File: config.mk
export PLATFORM = sky130hd
export DESIGN_NAME = cache_top
export DESIGN_NICKNAME = d
export VERILOG_FILES = /design/src/logic/cache_pkg.sv /design/src/logic/cache_ctrl.sv /design/src/logic/cache_top.sv /design/src/logic/data_store.sv /design/src/logic/mru_store.sv /design/src/logic/replacement_policy.sv /design/src/logic/tag_store.sv
export SDC_FILE = /design/constraint.sdc
export NUM_CORES = 1
export LEC_CHECK = 0
export BUFFER_PORTS_ARGS = -buffer_cell sky130_fd_sc_hd__buf_2
export CAP_MARGIN = 20
export CORE_UTILIZATION = 50
export CTS_BUF_LIST = sky130_fd_sc_hd__clkbuf_8
export DETAILED_ROUTE_END_ITERATION = 12
export HOLD_SLACK_MARGIN = 0.02
export PLACE_DENSITY = 0.73
export SETUP_SLACK_MARGIN = 0.05
export SYNTH_ARGS = -nofsm -noshare
export SYNTH_HDL_FRONTEND = slang
export SYNTH_SLANG_ARGS = --single-unit
File: constraint.sdc
create_clock -name clk -period 6.15 [get_ports clk]
set_input_delay 0.9225 -clock clk [delete_from_list [all_inputs] [get_ports clk]]
set_output_delay 0.9225 -clock clk [all_outputs]
set_load 0.03 [all_outputs]
File: src/logic/cache_pkg.sv
package cache_pkg;

   localparam int addr_w = 16;      // word address width
   localparam int word_w = 32;      // one data word per line

   // defaults, overridden from the top level
   localparam int n_ways_dflt = 4;
   localparam int set_w_dflt  = 3;  // 8 sets

   typedef logic [addr_w-1:0] addr_t;
   typedef logic [word_w-1:0] word_t;

   typedef enum logic [1:0] {
      lru,                          // true lru with per-way ages
      plru_mru,                     // one recency bit per way
      plru_tree                     // binary tree of direction bits
   } rep_policy_e;

   typedef enum logic [2:0] {
      idle, lookup, refill, fill, wr_mem, done
   } ctrl_state_e;

   typedef struct packed {
      logic  we;                    // 1 = write
      addr_t addr;
      word_t wdata;
   } cpu_req_t;

   typedef struct packed {
      logic  we;
      addr_t addr;
      word_t wdata;                 // write-through data
   } mem_req_t;

   // or of the indices of all set bits, exact for a one-hot input
   function automatic int unsigned onehot_to_bin(input logic [31:0] onehot);
      int unsigned bin;
      bin = 0;
      for (int i = 0; i < 32; i++) begin
         if (onehot[i]) bin = bin | i;
      end
      return bin;
   endfunction

endpackage

File: src/logic/cache_ctrl.sv
`timescale 1ns/1ps

module cache_ctrl #(
   parameter int n_ways = cache_pkg::n_ways_dflt,
   parameter int set_w  = cache_pkg::set_w_dflt
) (
   input  logic                                      clk,
   input  logic                                      arst_n,
   // requester
   input  logic                                      cpu_req,
   input  cache_pkg::cpu_req_t                       cpu_in,
   output logic                                      busy,
   output logic                                      cpu_done,
   output cache_pkg::word_t                          cpu_rdata,
   // memory
   output logic                                      mem_req,
   output cache_pkg::mem_req_t                       mem_out,
   input  logic                                      mem_ack,
   input  cache_pkg::word_t                          mem_rdata,
   // stores and policy
   input  logic [n_ways-1:0]                         hit_way,
   input  logic [n_ways-1:0]                         victim_way,
   input  cache_pkg::word_t                          rd_data,
   output logic [set_w-1:0]                          set_idx,
   output logic [$bits(cache_pkg::addr_t)-set_w-1:0] tag,
   output logic                                      upd_en,
   output logic [n_ways-1:0]                         upd_way,
   output logic                                      fill_en,
   output logic [n_ways-1:0]                         fill_way,
   output logic                                      wr_en,
   output logic [n_ways-1:0]                         wr_way,
   output cache_pkg::word_t                          wr_data,
   output logic [$clog2(n_ways)-1:0]                 rd_way
);

   import cache_pkg::*;

   localparam int way_w = $clog2(n_ways);

   ctrl_state_e state;
   cpu_req_t    req_q;     // request held for the whole transaction
   logic        hit;

   assign hit     = |hit_way;
   assign set_idx = req_q.addr[set_w-1:0];
   assign tag     = req_q.addr[$bits(addr_t)-1:set_w];
   assign rd_way  = way_w'(onehot_to_bin(32'(hit_way)));
   assign mem_out = '{we: req_q.we, addr: req_q.addr, wdata: req_q.wdata};

   assign busy     = (state != idle);
   assign cpu_done = (state == done);   // one-cycle pulse from the registered state

   always_ff @(posedge clk or negedge arst_n) begin
      if (!arst_n) begin
         state   <= idle;
         mem_req <= 1'b0;
      end else begin
         mem_req <= 1'b0;   // pulse
         case (state)
            idle: if (cpu_req) state <= lookup;
            lookup: begin
               if (!req_q.we && hit) begin
                  state <= done;
               end else begin
                  state   <= req_q.we ? wr_mem : refill;   // write always goes out
                  mem_req <= 1'b1;
               end
            end
            refill: if (mem_ack) state <= fill;   // wait as long as memory needs
            fill:   state <= done;
            wr_mem: if (mem_ack) state <= done;
            done:   state <= idle;
            default: state <= idle;
         endcase
      end
   end

   // request and read data capture
   always_ff @(posedge clk) begin
      if (state == idle && cpu_req) req_q <= cpu_in;
      if (state == lookup && hit) begin
         cpu_rdata <= rd_data;           // hit data
      end else if (state == refill && mem_ack) begin
         cpu_rdata <= mem_rdata;         // also the fill word
      end
   end

   // store strobes
   always_comb begin
      upd_en   = 1'b0;
      upd_way  = '0;
      fill_en  = 1'b0;
      fill_way = '0;
      wr_en    = 1'b0;
      wr_way   = '0;
      wr_data  = req_q.wdata;
      if (state == lookup && hit) begin
         if (req_q.we) begin
            wr_en  = 1'b1;               // write hit updates data only
            wr_way = hit_way;
         end else begin
            upd_en  = 1'b1;              // read hit refreshes recency
            upd_way = hit_way;
         end
      end else if (state == fill) begin
         upd_en   = 1'b1;
         upd_way  = victim_way;
         fill_en  = 1'b1;                // tag and valid
         fill_way = victim_way;
         wr_en    = 1'b1;
         wr_way   = victim_way;
         wr_data  = cpu_rdata;           // word captured on the ack
      end
   end

endmodule

File: src/logic/cache_top.sv
`timescale 1ns/1ps

module cache_top #(
   parameter int                     n_ways = cache_pkg::n_ways_dflt,
   parameter int                     set_w  = cache_pkg::set_w_dflt,
   parameter cache_pkg::rep_policy_e policy = cache_pkg::plru_tree
) (
   input  logic                clk,
   input  logic                arst_n,
   input  logic                cpu_req,
   input  cache_pkg::cpu_req_t cpu_in,
   output logic                busy,
   output logic                cpu_done,
   output cache_pkg::word_t    cpu_rdata,
   output logic                mem_req,
   output cache_pkg::mem_req_t mem_out,
   input  logic                mem_ack,
   input  cache_pkg::word_t    mem_rdata
);

   import cache_pkg::*;

   localparam int way_w = $clog2(n_ways);
   localparam int tag_w = $bits(addr_t) - set_w;

   logic [set_w-1:0]  set_idx;
   logic [tag_w-1:0]  tag;
   logic [n_ways-1:0] hit_way, victim_way;
   logic              upd_en, fill_en, wr_en;
   logic [n_ways-1:0] upd_way, fill_way, wr_way;
   logic [way_w-1:0]  rd_way;
   word_t             rd_data, wr_data;

   cache_ctrl #(.n_ways(n_ways), .set_w(set_w)) u_ctrl (
      .clk, .arst_n, .cpu_req, .cpu_in, .busy, .cpu_done, .cpu_rdata,
      .mem_req, .mem_out, .mem_ack, .mem_rdata,
      .hit_way, .victim_way, .rd_data, .set_idx, .tag,
      .upd_en, .upd_way, .fill_en, .fill_way,
      .wr_en, .wr_way, .wr_data, .rd_way
   );

   tag_store #(.n_ways(n_ways), .set_w(set_w)) u_tags (
      .clk, .arst_n, .set_idx, .tag, .fill_en, .fill_way, .hit_way
   );

   data_store #(.n_ways(n_ways), .set_w(set_w)) u_data (
      .clk, .set_idx, .wr_en, .wr_way,
      .wdata (wr_data),
      .rd_way,
      .rdata (rd_data)
   );

   replacement_policy #(.n_ways(n_ways), .set_w(set_w), .policy(policy)) u_policy (
      .clk, .arst_n, .upd_en, .upd_way, .set_idx, .victim_way,
      .victim_bin ()   // controller works on the one-hot form
   );

endmodule

File: src/logic/data_store.sv
`timescale 1ns/1ps

module data_store #(
   parameter int n_ways = cache_pkg::n_ways_dflt,
   parameter int set_w  = cache_pkg::set_w_dflt
) (
   input  logic                      clk,
   input  logic [set_w-1:0]          set_idx,
   input  logic                      wr_en,
   input  logic [n_ways-1:0]         wr_way,   // one-hot write way
   input  cache_pkg::word_t          wdata,
   input  logic [$clog2(n_ways)-1:0] rd_way,   // binary way number
   output cache_pkg::word_t          rdata
);

   import cache_pkg::*;

   word_t mem [2**set_w][n_ways];   // one word per set and way

   always_ff @(posedge clk) begin
      if (wr_en) begin
         for (int w = 0; w < n_ways; w++) begin
            if (wr_way[w]) mem[set_idx][w] <= wdata;
         end
      end
   end

   assign rdata = mem[set_idx][rd_way];   // hit way read out

endmodule

File: src/logic/mru_store.sv
`timescale 1ns/1ps

module mru_store #(
   parameter int data_w = 4,
   parameter int set_w  = 3
) (
   input  logic              clk,
   input  logic              arst_n,
   input  logic              we,
   input  logic [set_w-1:0]  addr,
   input  logic [data_w-1:0] wdata,
   output logic [data_w-1:0] rdata
);

   logic [data_w-1:0] mem [2**set_w];   // one recency word per set

   // cleared so every set starts with no history
   always_ff @(posedge clk or negedge arst_n) begin
      if (!arst_n) begin
         for (int i = 0; i < 2**set_w; i++) begin
            mem[i] <= '0;
         end
      end else if (we) begin
         mem[addr] <= wdata;
      end
   end

   assign rdata = mem[addr];   // async read

endmodule

File: src/logic/replacement_policy.sv
`timescale 1ns/1ps

module replacement_policy #(
   parameter int                     n_ways = cache_pkg::n_ways_dflt,
   parameter int                     set_w  = cache_pkg::set_w_dflt,
   parameter cache_pkg::rep_policy_e policy = cache_pkg::plru_tree
) (
   input  logic                      clk,
   input  logic                      arst_n,
   input  logic                      upd_en,       // way just used, store new state
   input  logic [n_ways-1:0]         upd_way,
   input  logic [set_w-1:0]          set_idx,
   output logic [n_ways-1:0]         victim_way,   // one-hot
   output logic [$clog2(n_ways)-1:0] victim_bin
);

   import cache_pkg::*;

   localparam int way_w = $clog2(n_ways);

   typedef logic [way_w-1:0]  way_bin_t;
   typedef logic [n_ways-1:0] way_vec_t;

   generate
      if (policy == lru) begin : g_lru
         logic [n_ways*way_w-1:0] age_q;   // packed ages, way 0 in the low bits
         logic [n_ways*way_w-1:0] age_d;
         way_bin_t                age [n_ways];
         way_bin_t                used_age;

         always_comb begin
            // all-zero word means untouched set, so ages start as way index
            for (int i = 0; i < n_ways; i++) begin
               age[i] = (|age_q) ? age_q[i*way_w +: way_w] : way_bin_t'(i);
            end
            used_age = age[way_bin_t'(onehot_to_bin(32'(upd_way)))];
            for (int i = 0; i < n_ways; i++) begin
               if (upd_way[i]) begin
                  age_d[i*way_w +: way_w] = '1;                // newest
               end else if (age[i] > used_age) begin
                  age_d[i*way_w +: way_w] = age[i] - 1'b1;     // shift down
               end else begin
                  age_d[i*way_w +: way_w] = age[i];
               end
               victim_way[i] = (age[i] == '0);               // oldest way
            end
            victim_bin = way_bin_t'(onehot_to_bin(32'(victim_way)));
         end

         mru_store #(
            .data_w (n_ways*way_w),
            .set_w  (set_w)
         ) u_mru_store (
            .clk    (clk),
            .arst_n (arst_n),
            .we     (upd_en),
            .addr   (set_idx),
            .wdata  (age_d),
            .rdata  (age_q)
         );
      end else if (policy == plru_mru) begin : g_mru
         way_vec_t bits_q;   // 1 = used since last wrap
         way_vec_t bits_d;

         // when the last clear bit would be set, start over with the used way only
         assign bits_d = &(bits_q | upd_way) ? upd_way : (bits_q | upd_way);

         assign victim_way = ~bits_q & (bits_q + 1'b1);   // lowest clear bit
         assign victim_bin = way_bin_t'(onehot_to_bin(32'(victim_way)));

         mru_store #(
            .data_w (n_ways),
            .set_w  (set_w)
         ) u_mru_store (
            .clk    (clk),
            .arst_n (arst_n),
            .we     (upd_en),
            .addr   (set_idx),
            .wdata  (bits_d),
            .rdata  (bits_q)
         );
      end else begin : g_tree
         // heap numbering, root is node 1, leaves n_ways..2*n_ways-1 map to ways
         logic [n_ways-1:1] tree_q;   // 0 = go left, 1 = go right
         logic [n_ways-1:1] tree_d;

         always_comb begin : walk
            int       node;
            way_bin_t used;
            node = 1;
            for (int l = 0; l < way_w; l++) begin
               node = 2 * node + (tree_q[node] ? 1 : 0);   // follow the pointers
            end
            victim_bin = way_bin_t'(node - n_ways);
            victim_way = way_vec_t'(1) << victim_bin;

            // each node on the used path points to the other half
            tree_d = tree_q;
            used   = way_bin_t'(onehot_to_bin(32'(upd_way)));
            node   = 1;
            for (int l = 0; l < way_w; l++) begin
               tree_d[node] = ~used[way_w-1-l];
               node         = 2 * node + (used[way_w-1-l] ? 1 : 0);
            end
         end

         mru_store #(
            .data_w (n_ways-1),
            .set_w  (set_w)
         ) u_mru_store (
            .clk    (clk),
            .arst_n (arst_n),
            .we     (upd_en),
            .addr   (set_idx),
            .wdata  (tree_d),
            .rdata  (tree_q)
         );
      end
   endgenerate

endmodule

File: src/logic/tag_store.sv
`timescale 1ns/1ps

module tag_store #(
   parameter int n_ways = cache_pkg::n_ways_dflt,
   parameter int set_w  = cache_pkg::set_w_dflt
) (
   input  logic                                     clk,
   input  logic                                     arst_n,
   input  logic [set_w-1:0]                         set_idx,
   input  logic [$bits(cache_pkg::addr_t)-set_w-1:0] tag,
   input  logic                                     fill_en,
   input  logic [n_ways-1:0]                        fill_way,   // one-hot
   output logic [n_ways-1:0]                        hit_way     // one-hot, or zero on a miss
);

   import cache_pkg::*;

   localparam int tag_w = $bits(addr_t) - set_w;   // upper address bits

   typedef logic [tag_w-1:0] tag_t;

   logic [n_ways-1:0] valid [2**set_w];
   tag_t              tags  [2**set_w][n_ways];

   // valid bits start cleared, only a fill sets one
   always_ff @(posedge clk or negedge arst_n) begin
      if (!arst_n) begin
         for (int s = 0; s < 2**set_w; s++) begin
            valid[s] <= '0;
         end
      end else if (fill_en) begin
         valid[set_idx] <= valid[set_idx] | fill_way;
      end
   end

   always_ff @(posedge clk) begin
      if (fill_en) begin
         for (int w = 0; w < n_ways; w++) begin
            if (fill_way[w]) tags[set_idx][w] <= tag;   // victim way gets the new tag
         end
      end
   end

   // parallel compare over all ways of the set
   always_comb begin
      for (int w = 0; w < n_ways; w++) begin
         hit_way[w] = valid[set_idx][w] && (tags[set_idx][w] == tag);
      end
   end

endmodule
==> results of run 1 <==
==> final timing paths <==
path | cells past startpoint | slack (ns) | from | to
worst max-delay path | 12 | 1.18 | flip-flop | u_ctrl.cpu_rdata[1]
worst min-delay path | 1 | 0.14 | cpu_in[10] | u_ctrl.mem_out[10]
worst max register to register | 12 | 1.18 | flip-flop | u_ctrl.cpu_rdata[1]
worst min register to register | 2 | 0.48 | u_tags.valid[7] | u_tags.valid[7]
max in group asynchronous | 2 | 5.45 | arst_n | u_policy.g_tree.u_mru_store.mem[4]
min in group asynchronous | 2 | 0.15 | arst_n | u_ctrl.mem_req
==> routing by layer <==
metal	up-vias	GRT usage	share of wire
li1	13605	-	-
met1	16933	0.3362	0.41
met2	1693	0.3658	0.48
met3	214	0.05713	0.095
met4	0	0.06802	0.023
met5	-	0	0
==> flip-flops by register name, indices dropped and copies added, names as in the netlist, named ones only <==
name and flops:
u_data.mem 1024, u_tags.tags 416, u_ctrl.mem_out 49, u_ctrl.cpu_rdata 32, u_tags.valid 32, u_policy.g_tree.u_mru_store.mem 24, u_ctrl.state 3, u_ctrl.mem_req 1
==> cell families (layout without fill, tap and decap cells) <==
kind of cell / after synthesis / count (layout)
other cells: 0 / 3
xor+xnor: 44 / 44
compound gates: 273 / 273
flops: 1584 / 1584
mux: 538 / 538
buf+inv: 192 / 774
simple gates: 501 / 501
==> synth_stat cells (3+ instances only) <==
cell type  instances  share of area
edfxtp_1        1521           0.73
mux4_2           334           0.12
nand2_1          281          0.017
mux2i_1          126          0.020
nor2_1           100         0.0060
clkbuf_1          98         0.0059
a31oi_1           95         0.0095
mux2_2            67          0.012
dfrtp_1           60          0.024
a21oi_1           54         0.0043
nand3_1           44         0.0035
buf_2             40         0.0032
xor2_1            33         0.0046
a32oi_1           31         0.0044
o21ai_0           20         0.0016
nand4_1           15         0.0015
a22oi_1           14         0.0017
buf_6             13         0.0024
o22ai_1           13         0.0013
inv_1             12        0.00072
buf_1             11        0.00066
buf_4             11         0.0013
xnor2_1           11         0.0015
mux2_1            10         0.0018
nor2b_1           10         0.0010
nor3_1            10        0.00080
or3_1              9        0.00090
a21oi_2            8         0.0011
a221oi_1           8         0.0011
a22o_1             7        0.00098
and2_1             6        0.00060
nand2b_1           6        0.00060
a21boi_1           4        0.00048
o21a_1             4        0.00048
and4_1             3        0.00042
buf_12             3        0.00096
dfxtp_1            3        0.00096
or2_2              3        0.00030
or4_1              3        0.00036
==> final cells by class <==
type / instances / area share
Sequential cell: 1584 / 0.6677
Multi-Input combinational cell: 1356 / 0.2033
Clock buffer: 239 / 0.04649
Timing Repair Buffer: 316 / 0.03706
Tap cell: 1637 / 0.02895
Clock inverter: 205 / 0.01558
Inverter: 14 / 0.0008134
Antenna cell: 3 / 0.0001061
==> through the flow <==
stage / hold slack (ns) / std cells / setup WS, ns / power (mW) / cell area, µm²
after global routing: 0.08557 / 5354 / 0.9506 / 28.94 / 70760
final: 0.1362 / 5354 / 1.179 / 27.88 / 70760
after floorplan: 0.4446 / 3132 / 1.468 / 17.84 / 62290
after global placement: 0.4562 / 4886 / 1.310 / 19.80 / 65790
after detailed placement: 0.4657 / 4889 / 1.188 / 19.94 / 65880
after CTS: 0.05782 / 5333 / 1.156 / 27.82 / 70270
==> power groups by stage <==
stage                     combinational, mW  sequential (mW)  clock, mW
final                                  6.70             13.2       7.96
after detailed placement               6.46             13.5          0
after global placement                 6.34             13.5          0
after CTS                              6.48             13.3       8.09
after global routing                   7.12             13.3       8.56
after floorplan                        4.38             13.5          0
==> results_dict.tcl, run 1 <==
set metrics [dict create \
    fin_nets 3594 \
    routabilityCongestion 0.8360 \
    cp_common_cell "mux2i_1" \
    required_ns 6.86 \
    netlist-cell-type-count 63 \
    cts_buffer_depth 3 \
    clkTransAtPathRegs_ns 0.07 \
    period_minus_slack_ns 4.971 \
    crit_chain "buf_12 > mux4_2 > mux2i_1 > xnor2_1 > nand4b_1 > nand4b_4 > o32ai_4 > buf_4 > mux2i_1 > a31oi_1 > a32oi_1 > mux2_2" \
    maxSlewViolCount 0 \
    worst_path_dominant_cell_family "compound AO/OA/AOI/OAI gates" \
    clock-sinks 1584 \
    rsz0062_at_grt "false" \
    cp-end-kind "flip-flop" \
    rows 129 \
    h-tree-depth 4 \
    io_pins 169 \
    fin_skew_ns 0.07684 \
    p_leak_nw 23.34 \
    synth-compound-area-share 0.02983 \
    hold_violations 0 \
    synth_xor_area_frac 0.006186 \
    root_buffer "clkbuf_8" \
    synth_edf_count 1521 \
    seq_area_um2 47250 \
    clock_latency_ns 0.96 \
    grt_max_degree 130 \
    slew_headroom 0.2191 \
    cp.arrival_ns 5.68 \
    cts_resized 0 \
    synth_top_family_by_area "multiplexers" \
    async_flop_share 0.03788 \
    die_area_um2 126000 \
    yosysWarnings 0 \
    power.density_nw_per_um2 394.0 \
    p_sw_mw 8.408 \
    cp_max_fo 44 \
    drt_first_iter_violations 3790 \
    synthCells 3132 \
    grt_first_pass_wirelength_mm 216.9 \
    p_int_mw 19.47 \
    via_per_inst 6.060 \
    synthFlopType "edfxtp_1" \
    layout_commonest_cell "edfxtp_1" \
    vdd.ir_drop.worst_v 0.0002766 \
    coreArea_um2 123600 \
    cp-start-kind "flip-flop" \
    io_buffers 168 \
    slowest_stage "o32ai_4" \
    synthMuxAreaShare 0.1551 \
    drive_above_1_share 0.2911 \
    fmax_ghz 0.2012 \
    die_h_um 355.0 \
    drc 0 \
    die_w_um 355.0 \
    p_comb_frac 0.240 \
    synth_seq_area_share 0.7583 \
    dp_hpwl_mm 85.91 \
    finalSetupViolCount 0 \
    cts_tree "built" \
    worst_slew_pin_slew_ns 1.165 \
    ctsHoldBuffers 0 \
    synth-simple-area-share 0.03481 \
    ant_nets 0 \
    start_util 0.5038 \
    cp.buffers_inverters 2 \
    hp-class "in -> reg" \
    fin_setup_tns_ns 0 \
    crit_type "reg -> reg" \
    synth-adder-area-share 0 \
    cts_made_buffers 237 \
    synth.avg_cell_area_um2 19.89 \
    syn_nets 3217 \
    antenna_found_initial 3 \
    grt_overflow 0 \
    wl_mm 149.0 \
    switching_share 0.3016 \
    period_share 0.8082 \
    power_frac_clock 0.286 \
    maxCapViolations 0 \
    grt_use_total 0.2361 \
    ys_ff_latch 1584 \
    syn_to_final_growth_pct 13.59 \
    vias 32445 \
    pwr-share-seq 0.474 \
    fill_cells 9085 \
    drtPass1Iterations 6 \
    outcome "complete, no violations" \
    post_cts_buffers 0 \
    slowest_delay_ns 0.79 \
    synth_area_um2 62290 \
    grt_pass1_vias 32406 \
    routedWlPerCell_um 27.83 \
    multi_input_area_um2 14380 \
    final_cell_mix "edfxtp_1 (1521), mux4_2 (334), nand2_1 (281)" \
    postLayoutCoreUtil 0.5723 \
]
No activity file was read; power rests on OpenSTA's default activity.
==> inputs of run 2 (changes only) <==
PLACE_DENSITY = 0.76   (was 0.73)
clock period = 4.35 ns   (was 6.15 ns; I/O delays follow)
==> results_dict.tcl, run 2 (synthesis results as in run 1) <==
set metrics [dict create \
    rows 129 \
    worstHoldStart "cpu_req" \
    fin_setup_tns_ns 0 \
    maxCapViolations 0 \
    coreArea_um2 123600 \
    finalSetupViolCount 0 \
    layout_commonest_cell "edfxtp_1" \
    cts_buffer_depth 3 \
    worst_slew_pin_slew_ns 1.147 \
    required_ns 5.07 \
    reg2regPathDepth 12 \
    wl_mm 152.7 \
    clock_latency_ns 0.99 \
    via_per_inst 6.140 \
    io_pins 169 \
    hold_violations 0 \
    crit_type "reg -> reg" \
    grt_overflow 0 \
    hp-class "in -> reg" \
    dp_hpwl_mm 87.58 \
    vdd.ir_drop.worst_v 0.0004155 \
    routedWlPerCell_um 27.92 \
    cp-start-kind "flip-flop" \
    root_buffer "clkbuf_8" \
    die_w_um 355.0 \
    routabilityCongestion 0.8300 \
    antenna_found_initial 6 \
    r2r_slack_ns 0.13 \
    cp.arrival_ns 4.94 \
    post_cts_buffers 0 \
    period_share 0.9697 \
    p_leak_nw 23.94 \
    grt_pass1_vias 33661 \
    grt_use_total 0.2409 \
    maxSlewViolCount 0 \
    h-tree-depth 4 \
    rsz0062_at_grt "true" \
    hold_end "u_ctrl.state[0]" \
    grt_first_pass_wirelength_mm 220.7 \
    largest_register "u_data.mem" \
    drt_first_iter_violations 4607 \
    vias 33580 \
    syn_to_final_growth_pct 15.87 \
    slew_headroom 0.2310 \
    cp_max_fo 24 \
    holdPathStages 5 \
    clock-sinks 1584 \
    die_area_um2 126000 \
    largest_register_ffs 1024 \
    outcome "complete, no violations" \
    period_minus_slack_ns 4.218 \
    start_util 0.5038 \
    power.density_nw_per_um2 545.0 \
    io_buffers 168 \
    cts_tree "built" \
    rr_endpoint "u_ctrl.cpu_rdata[9]" \
    fin_skew_ns 0.08136 \
    drive_above_1_share 0.2962 \
    final_cell_mix "edfxtp_1 (1521), mux4_2 (334), nand2_1 (281)" \
    clkTransAtPathRegs_ns 0.06 \
    fin_nets 3725 \
    die_h_um 355.0 \
    ant_nets 0 \
    cts_made_buffers 235 \
    fmax_ghz 0.2371 \
    grt_max_degree 129 \
    drtPass1Iterations 6 \
    cp-end-kind "flip-flop" \
    postLayoutCoreUtil 0.5838 \
    finalPower_mw 39.33 \
    drc 0 \
]
-- run 2: cell types whose count changed in the layout (fill, tap and decap cells not counted), sizes merged --
cell,delta
dlygate4sd3,+81
buf,+50
clkinv,-12
inv,-10
clkbuf,+8
bufinv,-2
-- run 2: where the power goes --
| group | switching (mW) | internal, mW |
|---|---|---|
| Sequential | 0.477 | 18.2 |
| Combinational | 5.51 | 3.76 |
| Clock | 5.77 | 5.57 |
-- run 2: worst max-delay path: stages (launching register included) --
cell and delay, ns:
dfxtp_4 0.61, buf_16 0.27, mux4_2 0.52, mux2i_1 0.30, xor2_1 0.23, nand3_1 0.22, o32ai_4 0.36, buf_12 0.27
buf_12 0.25, mux2i_1 0.10, a31oi_1 0.23, a32oi_2 0.23, mux2_2 0.31
-- run 2: area by class of cell --
cell class              instances  area (µm²)
clock inverters               181        1042
multi-input cells            1356       14390
fillers                      8674       51460
flip-flops and latches       1584       47250
clock buffers                 245        3372
well taps                    1637        2048
diodes                          3       7.507
inverters                      14       57.56
repair buffers                449        4011
-- run 2: worst max path at each step --
| stage | startpoint | endpoint | slack, ns | cells past startpoint |
|---|---|---|---|---|
| floorplan | u_ctrl.mem_out[33] | u_data.mem[0][64] | -0.15 | 9 |
| global placement | flip-flop | u_ctrl.cpu_rdata[30] | 0.26 | 14 |
| detailed placement | flip-flop | u_ctrl.cpu_rdata[9] | 0.17 | 12 |
| CTS | flip-flop | u_ctrl.cpu_rdata[9] | 0.17 | 12 |
| global route | flip-flop | u_ctrl.cpu_rdata[9] | 0.02 | 12 |
| finish | flip-flop | u_ctrl.cpu_rdata[9] | 0.13 | 12 |
-- run 2: metrics by stage --
step	setup WS (ns)	instance area, µm²	hold slack [ns]	cells
final	0.1316	72180	0.1423	5469
after detailed placement	0.1728	66640	0.4686	4948
after global routing	0.01751	72180	0.1065	5469
after global placement	0.2604	66610	0.4574	4946
after CTS	0.1673	71870	0.02914	5455
after floorplan	-0.1482	62320	0.3569	3132
-- run 2: what timing repair did --
action | in CTS | in global routing
endpoints found under the setup margin | 0 | 12
hold buffers | 81 | 0
endpoints found under the hold margin | 143 | 0
resized for setup | 0 | 5
-- run 2: layer usage --
metal  up-vias  GRT usage  wire [µm]
met1     17414     0.3353      58680
li1      13844          -          -
met4         2    0.08078       4210
met3       260    0.05164      15850
met2      2060     0.3810      73930
met5         -          0          7
